[config.mk]
export PLATFORM = sky130hd
export DESIGN_NAME = vertexTransform
export DESIGN_NICKNAME = d
export VERILOG_FILES = /design/src/design/transformPkg.sv /design/src/design/commandDecoder.sv /design/src/design/matApply.sv /design/src/design/vectorFifo.sv /design/src/design/vertexTransform.sv
export VERILOG_INCLUDE_DIRS = /design/src /design/src/design
export SDC_FILE = /design/constraint.sdc
export NUM_CORES = 1
export LEC_CHECK = 0
export BUFFER_PORTS_ARGS = -buffer_cell sky130_fd_sc_hd__buf_2
export CAP_MARGIN = 5
export CORE_MARGIN = 3
export CORE_UTILIZATION = 55
export CTS_CLUSTER_DIAMETER = 120
export CTS_CLUSTER_SIZE = 24
export DETAILED_ROUTE_END_ITERATION = 8
export GPL_TIMING_DRIVEN = 0
export MAX_ROUTING_LAYER = met4
export PLACE_DENSITY = 0.81
export SYNTH_ARGS = -nofsm -noshare
export SYNTH_HDL_FRONTEND = slang
export SYNTH_HIERARCHICAL = 1
export SYNTH_SLANG_ARGS = --single-unit
[constraint.sdc]
create_clock -name clk -period 10.1 [get_ports clk]
set_input_delay 1.01 -clock clk [delete_from_list [all_inputs] [get_ports clk]]
set_output_delay 1.01 -clock clk [all_outputs]
set_load 0.005 [all_outputs]
[src/design/transform_params.svh]
`ifndef TRANSFORM_PARAMS_SVH
`define TRANSFORM_PARAMS_SVH

// Fixed point format, sign bit plus integer and fraction bits
`define TF_INT_BITS 4
`define TF_FRAC_BITS 8

// Full word width, 13 bits with the defaults
`define TF_FIX_W (1 + `TF_INT_BITS + `TF_FRAC_BITS)

// Vector FIFO depth
// Power of two so the pointers wrap on their own
`define TF_FIFO_DEPTH 8

`endif

[src/design/transformPkg.sv]
`default_nettype none

`include "transform_params.svh"

package transformPkg;

	////////////////////
	// Data types
	////////////////////

	// One signed fixed point number
	typedef logic signed [`TF_FIX_W-1:0] fixT;

	// Row major 3x3 matrix, element r*3+c
	typedef fixT [8:0] matT;

	// Dot product accumulator
	// Two guard bits over the raw product for the three term sum
	typedef logic signed [2*`TF_FIX_W+1:0] accT;

	////////////////////
	// Encodings
	////////////////////

	// Command port opcodes
	typedef enum logic [2:0] {
		CMD_NOP  = 3'd0,
		CMD_ROW0 = 3'd1,
		CMD_ROW1 = 3'd2,
		CMD_ROW2 = 3'd3,
		CMD_VEC  = 3'd4
	} cmdOpT;

	// Engine FSM states
	typedef enum logic [1:0] {
		ST_IDLE,
		ST_LOAD,
		ST_MAC,
		ST_OUT
	} applyStateT;

endpackage

`default_nettype wire

[src/design/commandDecoder.sv]
`timescale 1ns/1ns
`default_nettype none

`include "transform_params.svh"

module commandDecoder (
	input  logic                clk,
	input  logic                rst,
	input  logic                inputEnable,
	input  transformPkg::cmdOpT cmdOp,
	input  transformPkg::fixT   inX,
	input  transformPkg::fixT   inY,
	input  transformPkg::fixT   inZ,
	input  logic                busy,
	output transformPkg::matT   matrix,
	output logic                wrEn,
	output transformPkg::fixT   wrX,
	output transformPkg::fixT   wrY,
	output transformPkg::fixT   wrZ
);
	import transformPkg::*;

	// Decoded strobes
	logic       rowLoad;
	logic [1:0] rowSel;
	logic       vecPush;

	////////////////////
	// Opcode decode
	////////////////////

	always_comb begin
		rowLoad = 1'b0;
		rowSel  = 2'd0;
		vecPush = 1'b0;
		if (inputEnable) begin
			case (cmdOp)
				CMD_ROW0: begin
					rowLoad = 1'b1;
					rowSel  = 2'd0;
				end
				CMD_ROW1: begin
					rowLoad = 1'b1;
					rowSel  = 2'd1;
				end
				CMD_ROW2: begin
					rowLoad = 1'b1;
					rowSel  = 2'd2;
				end
				CMD_VEC: vecPush = 1'b1;
				// NOP and undefined codes are ignored
				default: ;
			endcase
		end
	end

	////////////////////
	// Matrix registers
	////////////////////

	// Row takes x, y, z as its three columns
	always_ff @(posedge clk) begin
		if (rst) begin
			matrix <= '0;
		end else if (rowLoad) begin
			matrix[int'(rowSel) * 3 + 0] <= inX;
			matrix[int'(rowSel) * 3 + 1] <= inY;
			matrix[int'(rowSel) * 3 + 2] <= inZ;
		end
	end

	// Write strobe to the FIFO, one cycle after the command
	always_ff @(posedge clk) begin
		if (rst) begin
			wrEn <= 1'b0;
		end else begin
			wrEn <= vecPush;
		end
	end

	// Vector payload
	always_ff @(posedge clk) begin
		if (vecPush) begin
			wrX <= inX;
			wrY <= inY;
			wrZ <= inZ;
		end
	end

	// Matrix must not move under a running transform
	rowLoadIdle: assert property (@(posedge clk) disable iff (rst) rowLoad |-> !busy)
		else $error("matrix row loaded while the engine is busy");

endmodule

`default_nettype wire

[src/design/matApply.sv]
`timescale 1ns/1ns
`default_nettype none

`include "transform_params.svh"

module matApply (
	input  logic              clk,
	input  logic              rst,
	input  transformPkg::matT matrix,
	input  logic              empty,
	input  transformPkg::fixT rdX,
	input  transformPkg::fixT rdY,
	input  transformPkg::fixT rdZ,
	output logic              rdEn,
	output transformPkg::fixT outVec_x,
	output transformPkg::fixT outVec_y,
	output transformPkg::fixT outVec_z,
	output logic              outputEnable,
	output logic              busy
);
	import transformPkg::*;

	// Clamp limits in accumulator width
	localparam accT fixMax = accT'((2 ** (`TF_FIX_W - 1)) - 1);
	localparam accT fixMin = -fixMax - accT'(1);

	applyStateT state;

	// Latched operand vector
	fixT vecX;
	fixT vecY;
	fixT vecZ;

	// Element position in the matrix walk
	logic [1:0] row;
	logic [1:0] col;

	accT acc;

	// Single multiplier datapath
	fixT                           coef;
	fixT                           operand;
	logic signed [2*`TF_FIX_W-1:0] prod;
	accT                           sum;
	fixT                           rowResult;

	// Floor shift back to the fixed point scale, then clamp
	function automatic fixT saturate(input accT value);
		accT shifted;
		shifted = value >>> `TF_FRAC_BITS;
		if (shifted > fixMax) begin
			return fixT'(fixMax);
		end else if (shifted < fixMin) begin
			return fixT'(fixMin);
		end
		return fixT'(shifted);
	endfunction

	////////////////////
	// MAC datapath
	////////////////////

	always_comb begin
		coef = matrix[int'(row) * 3 + int'(col)];
		case (col)
			2'd0:    operand = vecX;
			2'd1:    operand = vecY;
			default: operand = vecZ;
		endcase
		prod = coef * operand;
		// First column starts a fresh dot product
		sum = (col == 2'd0) ? accT'(prod) : acc + accT'(prod);
		rowResult = saturate(sum);
	end

	// Pop in idle whenever a vector waits
	assign rdEn         = (state == ST_IDLE) && !empty;
	assign outputEnable = (state == ST_OUT);
	assign busy         = !empty || (state != ST_IDLE);

	////////////////////
	// Control FSM
	////////////////////

	always_ff @(posedge clk) begin
		if (rst) begin
			state <= ST_IDLE;
			row   <= 2'd0;
			col   <= 2'd0;
		end else begin
			case (state)
				ST_IDLE: begin
					if (!empty) begin
						state <= ST_LOAD;
					end
				end
				ST_LOAD: begin
					row   <= 2'd0;
					col   <= 2'd0;
					state <= ST_MAC;
				end
				ST_MAC: begin
					if (col == 2'd2) begin
						col <= 2'd0;
						row <= row + 2'd1;
						// Ninth product done
						if (row == 2'd2) begin
							state <= ST_OUT;
						end
					end else begin
						col <= col + 2'd1;
					end
				end
				ST_OUT: state <= ST_IDLE;
				default: state <= ST_IDLE;
			endcase
		end
	end

	// Operands, accumulator and result rows
	always_ff @(posedge clk) begin
		if (rdEn) begin
			vecX <= rdX;
			vecY <= rdY;
			vecZ <= rdZ;
		end
		if (state == ST_MAC) begin
			acc <= sum;
			if (col == 2'd2) begin
				case (row)
					2'd0:    outVec_x <= rowResult;
					2'd1:    outVec_y <= rowResult;
					default: outVec_z <= rowResult;
				endcase
			end
		end
	end

	// Result strobe is a single cycle
	oePulse: assert property (@(posedge clk) disable iff (rst)
		outputEnable |=> !outputEnable)
		else $error("outputEnable held longer than one cycle");

	// Fixed engine latency from pop to result
	popToResult: assert property (@(posedge clk) disable iff (rst)
		rdEn |-> ##11 outputEnable)
		else $error("result strobe not 11 cycles after pop");

endmodule

`default_nettype wire

[src/design/vectorFifo.sv]
`timescale 1ns/1ns
`default_nettype none

`include "transform_params.svh"

module vectorFifo #(
	parameter int DEPTH = `TF_FIFO_DEPTH
) (
	input  logic              clk,
	input  logic              rst,
	input  logic              wrEn,
	input  transformPkg::fixT wrX,
	input  transformPkg::fixT wrY,
	input  transformPkg::fixT wrZ,
	input  logic              rdEn,
	output transformPkg::fixT rdX,
	output transformPkg::fixT rdY,
	output transformPkg::fixT rdZ,
	output logic              empty,
	output logic              overflow
);
	import transformPkg::*;

	// DEPTH is a power of two, at least 2
	localparam int addrW = $clog2(DEPTH);

	// Slot holds x in [0], y in [1], z in [2]
	fixT [2:0] mem [DEPTH];

	logic [addrW-1:0] wrPtr;
	logic [addrW-1:0] rdPtr;
	logic [addrW:0]   count;

	logic stored;
	logic full;
	logic doWrite;

	////////////////////
	// Flags
	////////////////////

	assign stored = (count != '0);
	assign full   = (count == (addrW + 1)'(DEPTH));

	// Empty looks through a write landing this cycle
	// so an idle engine can take the vector straight away
	assign empty = !stored && !wrEn;

	// Write goes in unless full, a read in the same cycle frees a slot
	assign doWrite = wrEn && (!full || rdEn);

	// Head of queue, or the incoming vector when nothing is stored
	assign rdX = stored ? mem[rdPtr][0] : wrX;
	assign rdY = stored ? mem[rdPtr][1] : wrY;
	assign rdZ = stored ? mem[rdPtr][2] : wrZ;

	////////////////////
	// Storage
	////////////////////

	always_ff @(posedge clk) begin
		if (doWrite) begin
			mem[wrPtr] <= {wrZ, wrY, wrX};
		end
	end

	// Pointers and occupancy
	always_ff @(posedge clk) begin
		if (rst) begin
			wrPtr <= '0;
			rdPtr <= '0;
			count <= '0;
		end else begin
			if (doWrite) begin
				wrPtr <= wrPtr + 1'b1;
			end
			if (rdEn) begin
				rdPtr <= rdPtr + 1'b1;
			end
			case ({doWrite, rdEn})
				2'b10:   count <= count + 1'b1;
				2'b01:   count <= count - 1'b1;
				default: ;
			endcase
		end
	end

	// Sticky drop flag, only rst clears it
	always_ff @(posedge clk) begin
		if (rst) begin
			overflow <= 1'b0;
		end else if (wrEn && !doWrite) begin
			overflow <= 1'b1;
		end
	end

	// Engine pops only with data present
	noReadEmpty: assert property (@(posedge clk) disable iff (rst) rdEn |-> !empty)
		else $error("FIFO read while empty");

	// Occupancy bound
	countBound: assert property (@(posedge clk) disable iff (rst) count <= DEPTH)
		else $error("FIFO count above DEPTH");

endmodule

`default_nettype wire

[src/design/vertexTransform.sv]
`timescale 1ns/1ns
`default_nettype none

`include "transform_params.svh"

module vertexTransform (
	input  logic                clk,
	input  logic                rst,
	input  logic                inputEnable,
	input  transformPkg::cmdOpT cmdOp,
	input  transformPkg::fixT   inX,
	input  transformPkg::fixT   inY,
	input  transformPkg::fixT   inZ,
	output transformPkg::fixT   outVec_x,
	output transformPkg::fixT   outVec_y,
	output transformPkg::fixT   outVec_z,
	output logic                outputEnable,
	output logic                busy,
	output logic                overflow
);

	////////////////////
	// Internal nets
	////////////////////

	// Decoder to engine
	transformPkg::matT matrix;

	// Decoder to FIFO
	logic              wrEn;
	transformPkg::fixT wrX;
	transformPkg::fixT wrY;
	transformPkg::fixT wrZ;

	// FIFO to engine
	logic              empty;
	logic              rdEn;
	transformPkg::fixT rdX;
	transformPkg::fixT rdY;
	transformPkg::fixT rdZ;

	// Command side, matrix and vector pushes
	commandDecoder commandDecoder_inst (
		.clk         (clk),
		.rst         (rst),
		.inputEnable (inputEnable),
		.cmdOp       (cmdOp),
		.inX         (inX),
		.inY         (inY),
		.inZ         (inZ),
		.busy        (busy),
		.matrix      (matrix),
		.wrEn        (wrEn),
		.wrX         (wrX),
		.wrY         (wrY),
		.wrZ         (wrZ)
	);

	// Vector queue
	vectorFifo #(
		.DEPTH (`TF_FIFO_DEPTH)
	) vectorFifo_inst (
		.clk      (clk),
		.rst      (rst),
		.wrEn     (wrEn),
		.wrX      (wrX),
		.wrY      (wrY),
		.wrZ      (wrZ),
		.rdEn     (rdEn),
		.rdX      (rdX),
		.rdY      (rdY),
		.rdZ      (rdZ),
		.empty    (empty),
		.overflow (overflow)
	);

	// Transform engine
	matApply matApply_inst (
		.clk          (clk),
		.rst          (rst),
		.matrix       (matrix),
		.empty        (empty),
		.rdX          (rdX),
		.rdY          (rdY),
		.rdZ          (rdZ),
		.rdEn         (rdEn),
		.outVec_x     (outVec_x),
		.outVec_y     (outVec_y),
		.outVec_z     (outVec_z),
		.outputEnable (outputEnable),
		.busy         (busy)
	);

endmodule

`default_nettype wire

==> flow_summary.rst <==
.. list-table::
   :header-rows: 1

   * - Metric
     - Value
   * - Yosys warning total
     - 6
   * - Slack of the critical path
     - -263 ps
   * - Clock-pin slew reported for the worst setup and hold paths after clock tree synthesis
     - 110 ps
   * - Busiest grt layer
     - met2
   * - Critical Path Sink
     - matApply_inst/outVec_z[9]
   * - Minimum setup slack among reg-to-reg paths
     - -260 ps
   * - Fraction of registers with async set/reset
     - 0
   * - Global-route wire length before repair
     - 157,000 um
   * - RSZ-0062 raised after global routing
     - true
   * - GR met3 Demand/Resource
     - 0.0548
   * - Crit Reg-Reg Startpoint
     - matApply_inst/col[0]
   * - Total number of cells along the worst setup path
     - 38
   * - Later-pin clock latency in the skew report
     - 610 ps
   * - Max_cap viols
     - 0
   * - Final setup violation count
     - 36
   * - Cell type with the highest occurrence count on the critical path
     - sky130_fd_sc_hd__inv_1
   * - Total global routing track utilization
     - 0.319
   * - Leading registers by flop count
     - vectorFifo_inst/mem: 312 flops, commandDecoder_inst/matrix: 117 flops, matApply_inst/acc: 28 flops
   * - Cells after Synth
     - 2,921
   * - Post-Route Skew
     - 24.7 ps
   * - Netlist Area Pre-Place
     - 34,500 um2
   * - Total count of max-transition violations in the final report
     - 0
   * - Count of clock tree sinks
     - 595
   * - I/O pin cnt
     - 87
   * - Share of synthesized area spent on multiplexers
     - 0.0740
   * - Post-route minimum period
     - 10,360 ps
   * - Worst hold path class
     - flip-flop to flip-flop
   * - Remaining Overflow, GRT
     - 0
   * - Maximum fanout along the worst path
     - 10
   * - Number of standard-cell rows in the floorplan
     - 91
   * - Layout cells sized above 1
     - 0.223
   * - Vias per cell
     - 6.50
   * - Fraction of the mapped netlist area in compound gates
     - 0.142
   * - R2R depth
     - 38
   * - Nature of the critical path endpoint
     - flip-flop
   * - Status
     - complete, but fails checks
   * - Count of hold-fix buffers inserted at cts
     - 0
   * - DRT iter0 DRCs
     - 3,268
   * - Simple-gate portion of the synthesized area
     - 0.103
   * - Number of flops mapped to enable cells by yosys
     - 457
   * - Area share of the largest cell type after synthesis
     - 0.398
   * - Wirelength per Cell
     - 26.0 um
   * - Drt pass-1 iters
     - 6
   * - Synthesized Nets
     - 3,247
   * - DRT Wirelength
     - 104,000 um
   * - Failing checks
     - setup timing
   * - Top area cells in the synthesized netlist
     - sky130_fd_sc_hd__edfxtp_1 (40%), sky130_fd_sc_hd__fa_1 (9.6%), sky130_fd_sc_hd__dfxtp_1 (8.0%), sky130_fd_sc_hd__ha_1 (4.2%), sky130_fd_sc_hd__mux2_2 (3.1%)
   * - Worst-Margin Slew
     - 1150 ps
   * - Signed area change from the synthesized netlist to the final layout
     - 13.4%
   * - Setup crit start
     - matApply_inst/col[0]
   * - Remaining DRCs
     - 0
   * - Met2 Track Usage GR
     - 0.491
   * - Count of input and output buffers
     - 86
   * - Req. time, crit path
     - 10,440 ps
   * - Final antenna-violating net count
     - 0
   * - Number of vias after detailed routing
     - 26.1k
   * - Routability congestion estimate
     - 1.02
   * - Part of the Yosys area used for sequential elements
     - 0.479
   * - TritonCTS clock tree
     - done
   * - Vias in the first global route
     - 26.0k
   * - Worst relative slew slack
     - 0.212
   * - Final clock period utilization by the worst path
     - 1.03
   * - Number of buffers created by CTS
     - 29
   * - Net count, final
     - 3,480
   * - Main combinational cell family by area after synthesis
     - compound AO/OA/AOI/OAI gates
   * - Post-synthesis xor/xnor area fraction
     - 0.0125
   * - Clock tree buffer depth
     - 3
   * - Number of antenna violations at the first check in global routing
     - 6
   * - CP delay by family, top
     - adder cells
   * - Worst Path Buf+Inv
     - 9
   * - Synthesized area per cell
     - 11.8 um2
   * - Largest register FFs
     - 312
   * - Area of the placeable core
     - 61,800 um2
   * - Leading cell type in the layout, fill and taps excluded
     - sky130_fd_sc_hd__edfxtp_1
   * - Total placed instance area
     - 36,400 um2
   * - Fill count
     - 4,604
   * - Adder and majority cell fraction of the synthesized area
     - 0.138
   * - Yosys reg bits
     - 595
   * - Biggest area consumer among synthesized cells
     - sky130_fd_sc_hd__edfxtp_1
   * - Hold Violations, Final
     - 0
   * - Worst Path Class, Setup
     - flip-flop to flip-flop
   * - Design Area, Final
     - 39,100 um2
   * - Global Route met1 Usage
     - 0.419
   * - Reg2Reg Capture Point
     - matApply_inst/outVec_z[9]
   * - Maximum number of pins on one net before global-route repair
     - 38
   * - Chip width
     - 256 um
   * - Htree depth
     - 1
   * - Critical path data arrival time
     - 10,700 ps
   * - Highest-count cells in the layout ignoring fill and taps
     - sky130_fd_sc_hd__edfxtp_1 (457), sky130_fd_sc_hd__nand2_1 (259), sky130_fd_sc_hd__inv_1 (184)
   * - Master cell of the clock root buffer
     - sky130_fd_sc_hd__clkbuf_16
   * - Total Die Area
     - 65,700 um2
   * - Starting density of the core
     - 0.557
   * - Total half-perimeter wirelength after legalization and detailed placement
     - 74,800 um
   * - Highest clock frequency the design can meet
     - 96.5 MHz
   * - Critical path's largest stage delay
     - 610 ps
   * - Most flops, register
     - vectorFifo_inst/mem
   * - Top FF cell, synth
     - sky130_fd_sc_hd__edfxtp_1
   * - Startpoint kind of the worst setup timing path
     - flip-flop
   * - Cell at the slowest stage of the critical path
     - sky130_fd_sc_hd__a21oi_1
   * - Yosys cell types
     - 95
   * - Die H
     - 256 um
==> logic make-up after synthesis <==
logic type,count (synthesis)
AO/OA/AOI/OAI,639
XOR/XNOR,49
adder cells (fa/ha/maj),281
buffers and inverters,393
flip-flops,595
multiplexers,219
AND/OR/NAND/NOR,745
==> repair_timing <==
item / CTS / global route
cloned: 3 / 0
resized for setup: 195 / 25
setup endpoints to repair: 51 / 40
buffers inserted: 83 / 10
pin swaps: 56 / 25
==> Yosys cell counts (11+ instances only) <==
cell type	n
sky130_fd_sc_hd__edfxtp_1	457
sky130_fd_sc_hd__nand2_1	263
sky130_fd_sc_hd__inv_1	188
sky130_fd_sc_hd__nor2_1	182
sky130_fd_sc_hd__fa_1	165
sky130_fd_sc_hd__dfxtp_1	138
sky130_fd_sc_hd__ha_1	116
sky130_fd_sc_hd__mux2i_1	101
sky130_fd_sc_hd__mux2_2	94
sky130_fd_sc_hd__clkbuf_1	89
sky130_fd_sc_hd__a21oi_1	83
sky130_fd_sc_hd__o21ai_0	74
sky130_fd_sc_hd__buf_2	65
sky130_fd_sc_hd__nand3_1	60
sky130_fd_sc_hd__o31ai_1	57
sky130_fd_sc_hd__nor2b_1	53
sky130_fd_sc_hd__o22ai_1	45
sky130_fd_sc_hd__a221oi_1	42
sky130_fd_sc_hd__a22o_1	39
sky130_fd_sc_hd__nand2b_1	38
sky130_fd_sc_hd__a221oi_2	37
sky130_fd_sc_hd__xnor2_1	36
sky130_fd_sc_hd__and2_1	30
sky130_fd_sc_hd__a31oi_1	28
sky130_fd_sc_hd__nor3_1	28
sky130_fd_sc_hd__o21ai_1	28
sky130_fd_sc_hd__a211oi_1	27
sky130_fd_sc_hd__and3_1	27
sky130_fd_sc_hd__o32ai_1	26
sky130_fd_sc_hd__a21o_1	23
sky130_fd_sc_hd__o211ai_1	20
sky130_fd_sc_hd__buf_6	19
sky130_fd_sc_hd__buf_4	16
sky130_fd_sc_hd__mux4_2	16
sky130_fd_sc_hd__or2_2	16
sky130_fd_sc_hd__a221o_1	15
sky130_fd_sc_hd__a311oi_1	14
sky130_fd_sc_hd__a32o_1	13
sky130_fd_sc_hd__o41ai_1	13
sky130_fd_sc_hd__xor2_1	13
sky130_fd_sc_hd__nor4_1	11
sky130_fd_sc_hd__o21a_1	11
==> metrics by stage <==
stage	worst slack [ps]	TNS, ps	hold WS (ps)	util	std cells
6_report	-263	-8530	457	0.632	4017
5_1_grt	-534	-18510	482	0.632	4015
4_1_cts	0.918	0	456	0.628	4002
3_5_place_dp	-2160	-88090	442	0.589	3871
3_3_place_gp	-2640	-250360	441	0.583	3844
2_1_floorplan	5.91	0	420	-	2921
==> worst min-delay path by stage <==
stage | end | startpoint | depth (start not counted)
3_5_place_dp | commandDecoder_inst/matrix[53] | commandDecoder_inst/matrix[53] | 2
5_1_grt | commandDecoder_inst/matrix[56] | commandDecoder_inst/matrix[56] | 2
4_1_cts | commandDecoder_inst/matrix[53] | commandDecoder_inst/matrix[53] | 2
6_report | commandDecoder_inst/matrix[53] | commandDecoder_inst/matrix[53] | 2
2_1_floorplan | commandDecoder_inst/matrix[78] | commandDecoder_inst/matrix[78] | 2
3_3_place_gp | commandDecoder_inst/matrix[56] | commandDecoder_inst/matrix[56] | 2
==> final cells by class <==
type	instances	area, um2	area share
clock inverter	2	36.3	0.000929
clock buffer	49	801	0.0205
sequential	595	16500	0.422
inverter	190	716	0.0183
buffer	197	1150	0.0293
antenna	6	15.0	0.000384
timing repair buffer	208	1540	0.0395
multi-input combinational	1933	17300	0.442
tap	837	1050	0.0268
==> worst reg2reg max path, delay by kind of cell, from the launching register on <==
kind | cells | cell delay [ps]
muxes | 2 | 500
xor gates and xnor gates | 1 | 180
DFF | 1 | 420
adders and majority gates | 9 | 3290
AOI/OAI and AO/OA | 11 | 2990
buffers and inverters | 9 | 1890
and+or+nand+nor | 6 | 830
==> metal layers <==
layer	vias up	part of all wire
met5	-	0
met4	0	0.050
met3	331	0.11
met2	1741	0.46
met1	12900	0.39
li1	11200	-
Power is left out: the tool's default activity adds up to more than one toggle a clock period on the data nets, which glitch-free logic cannot reach.
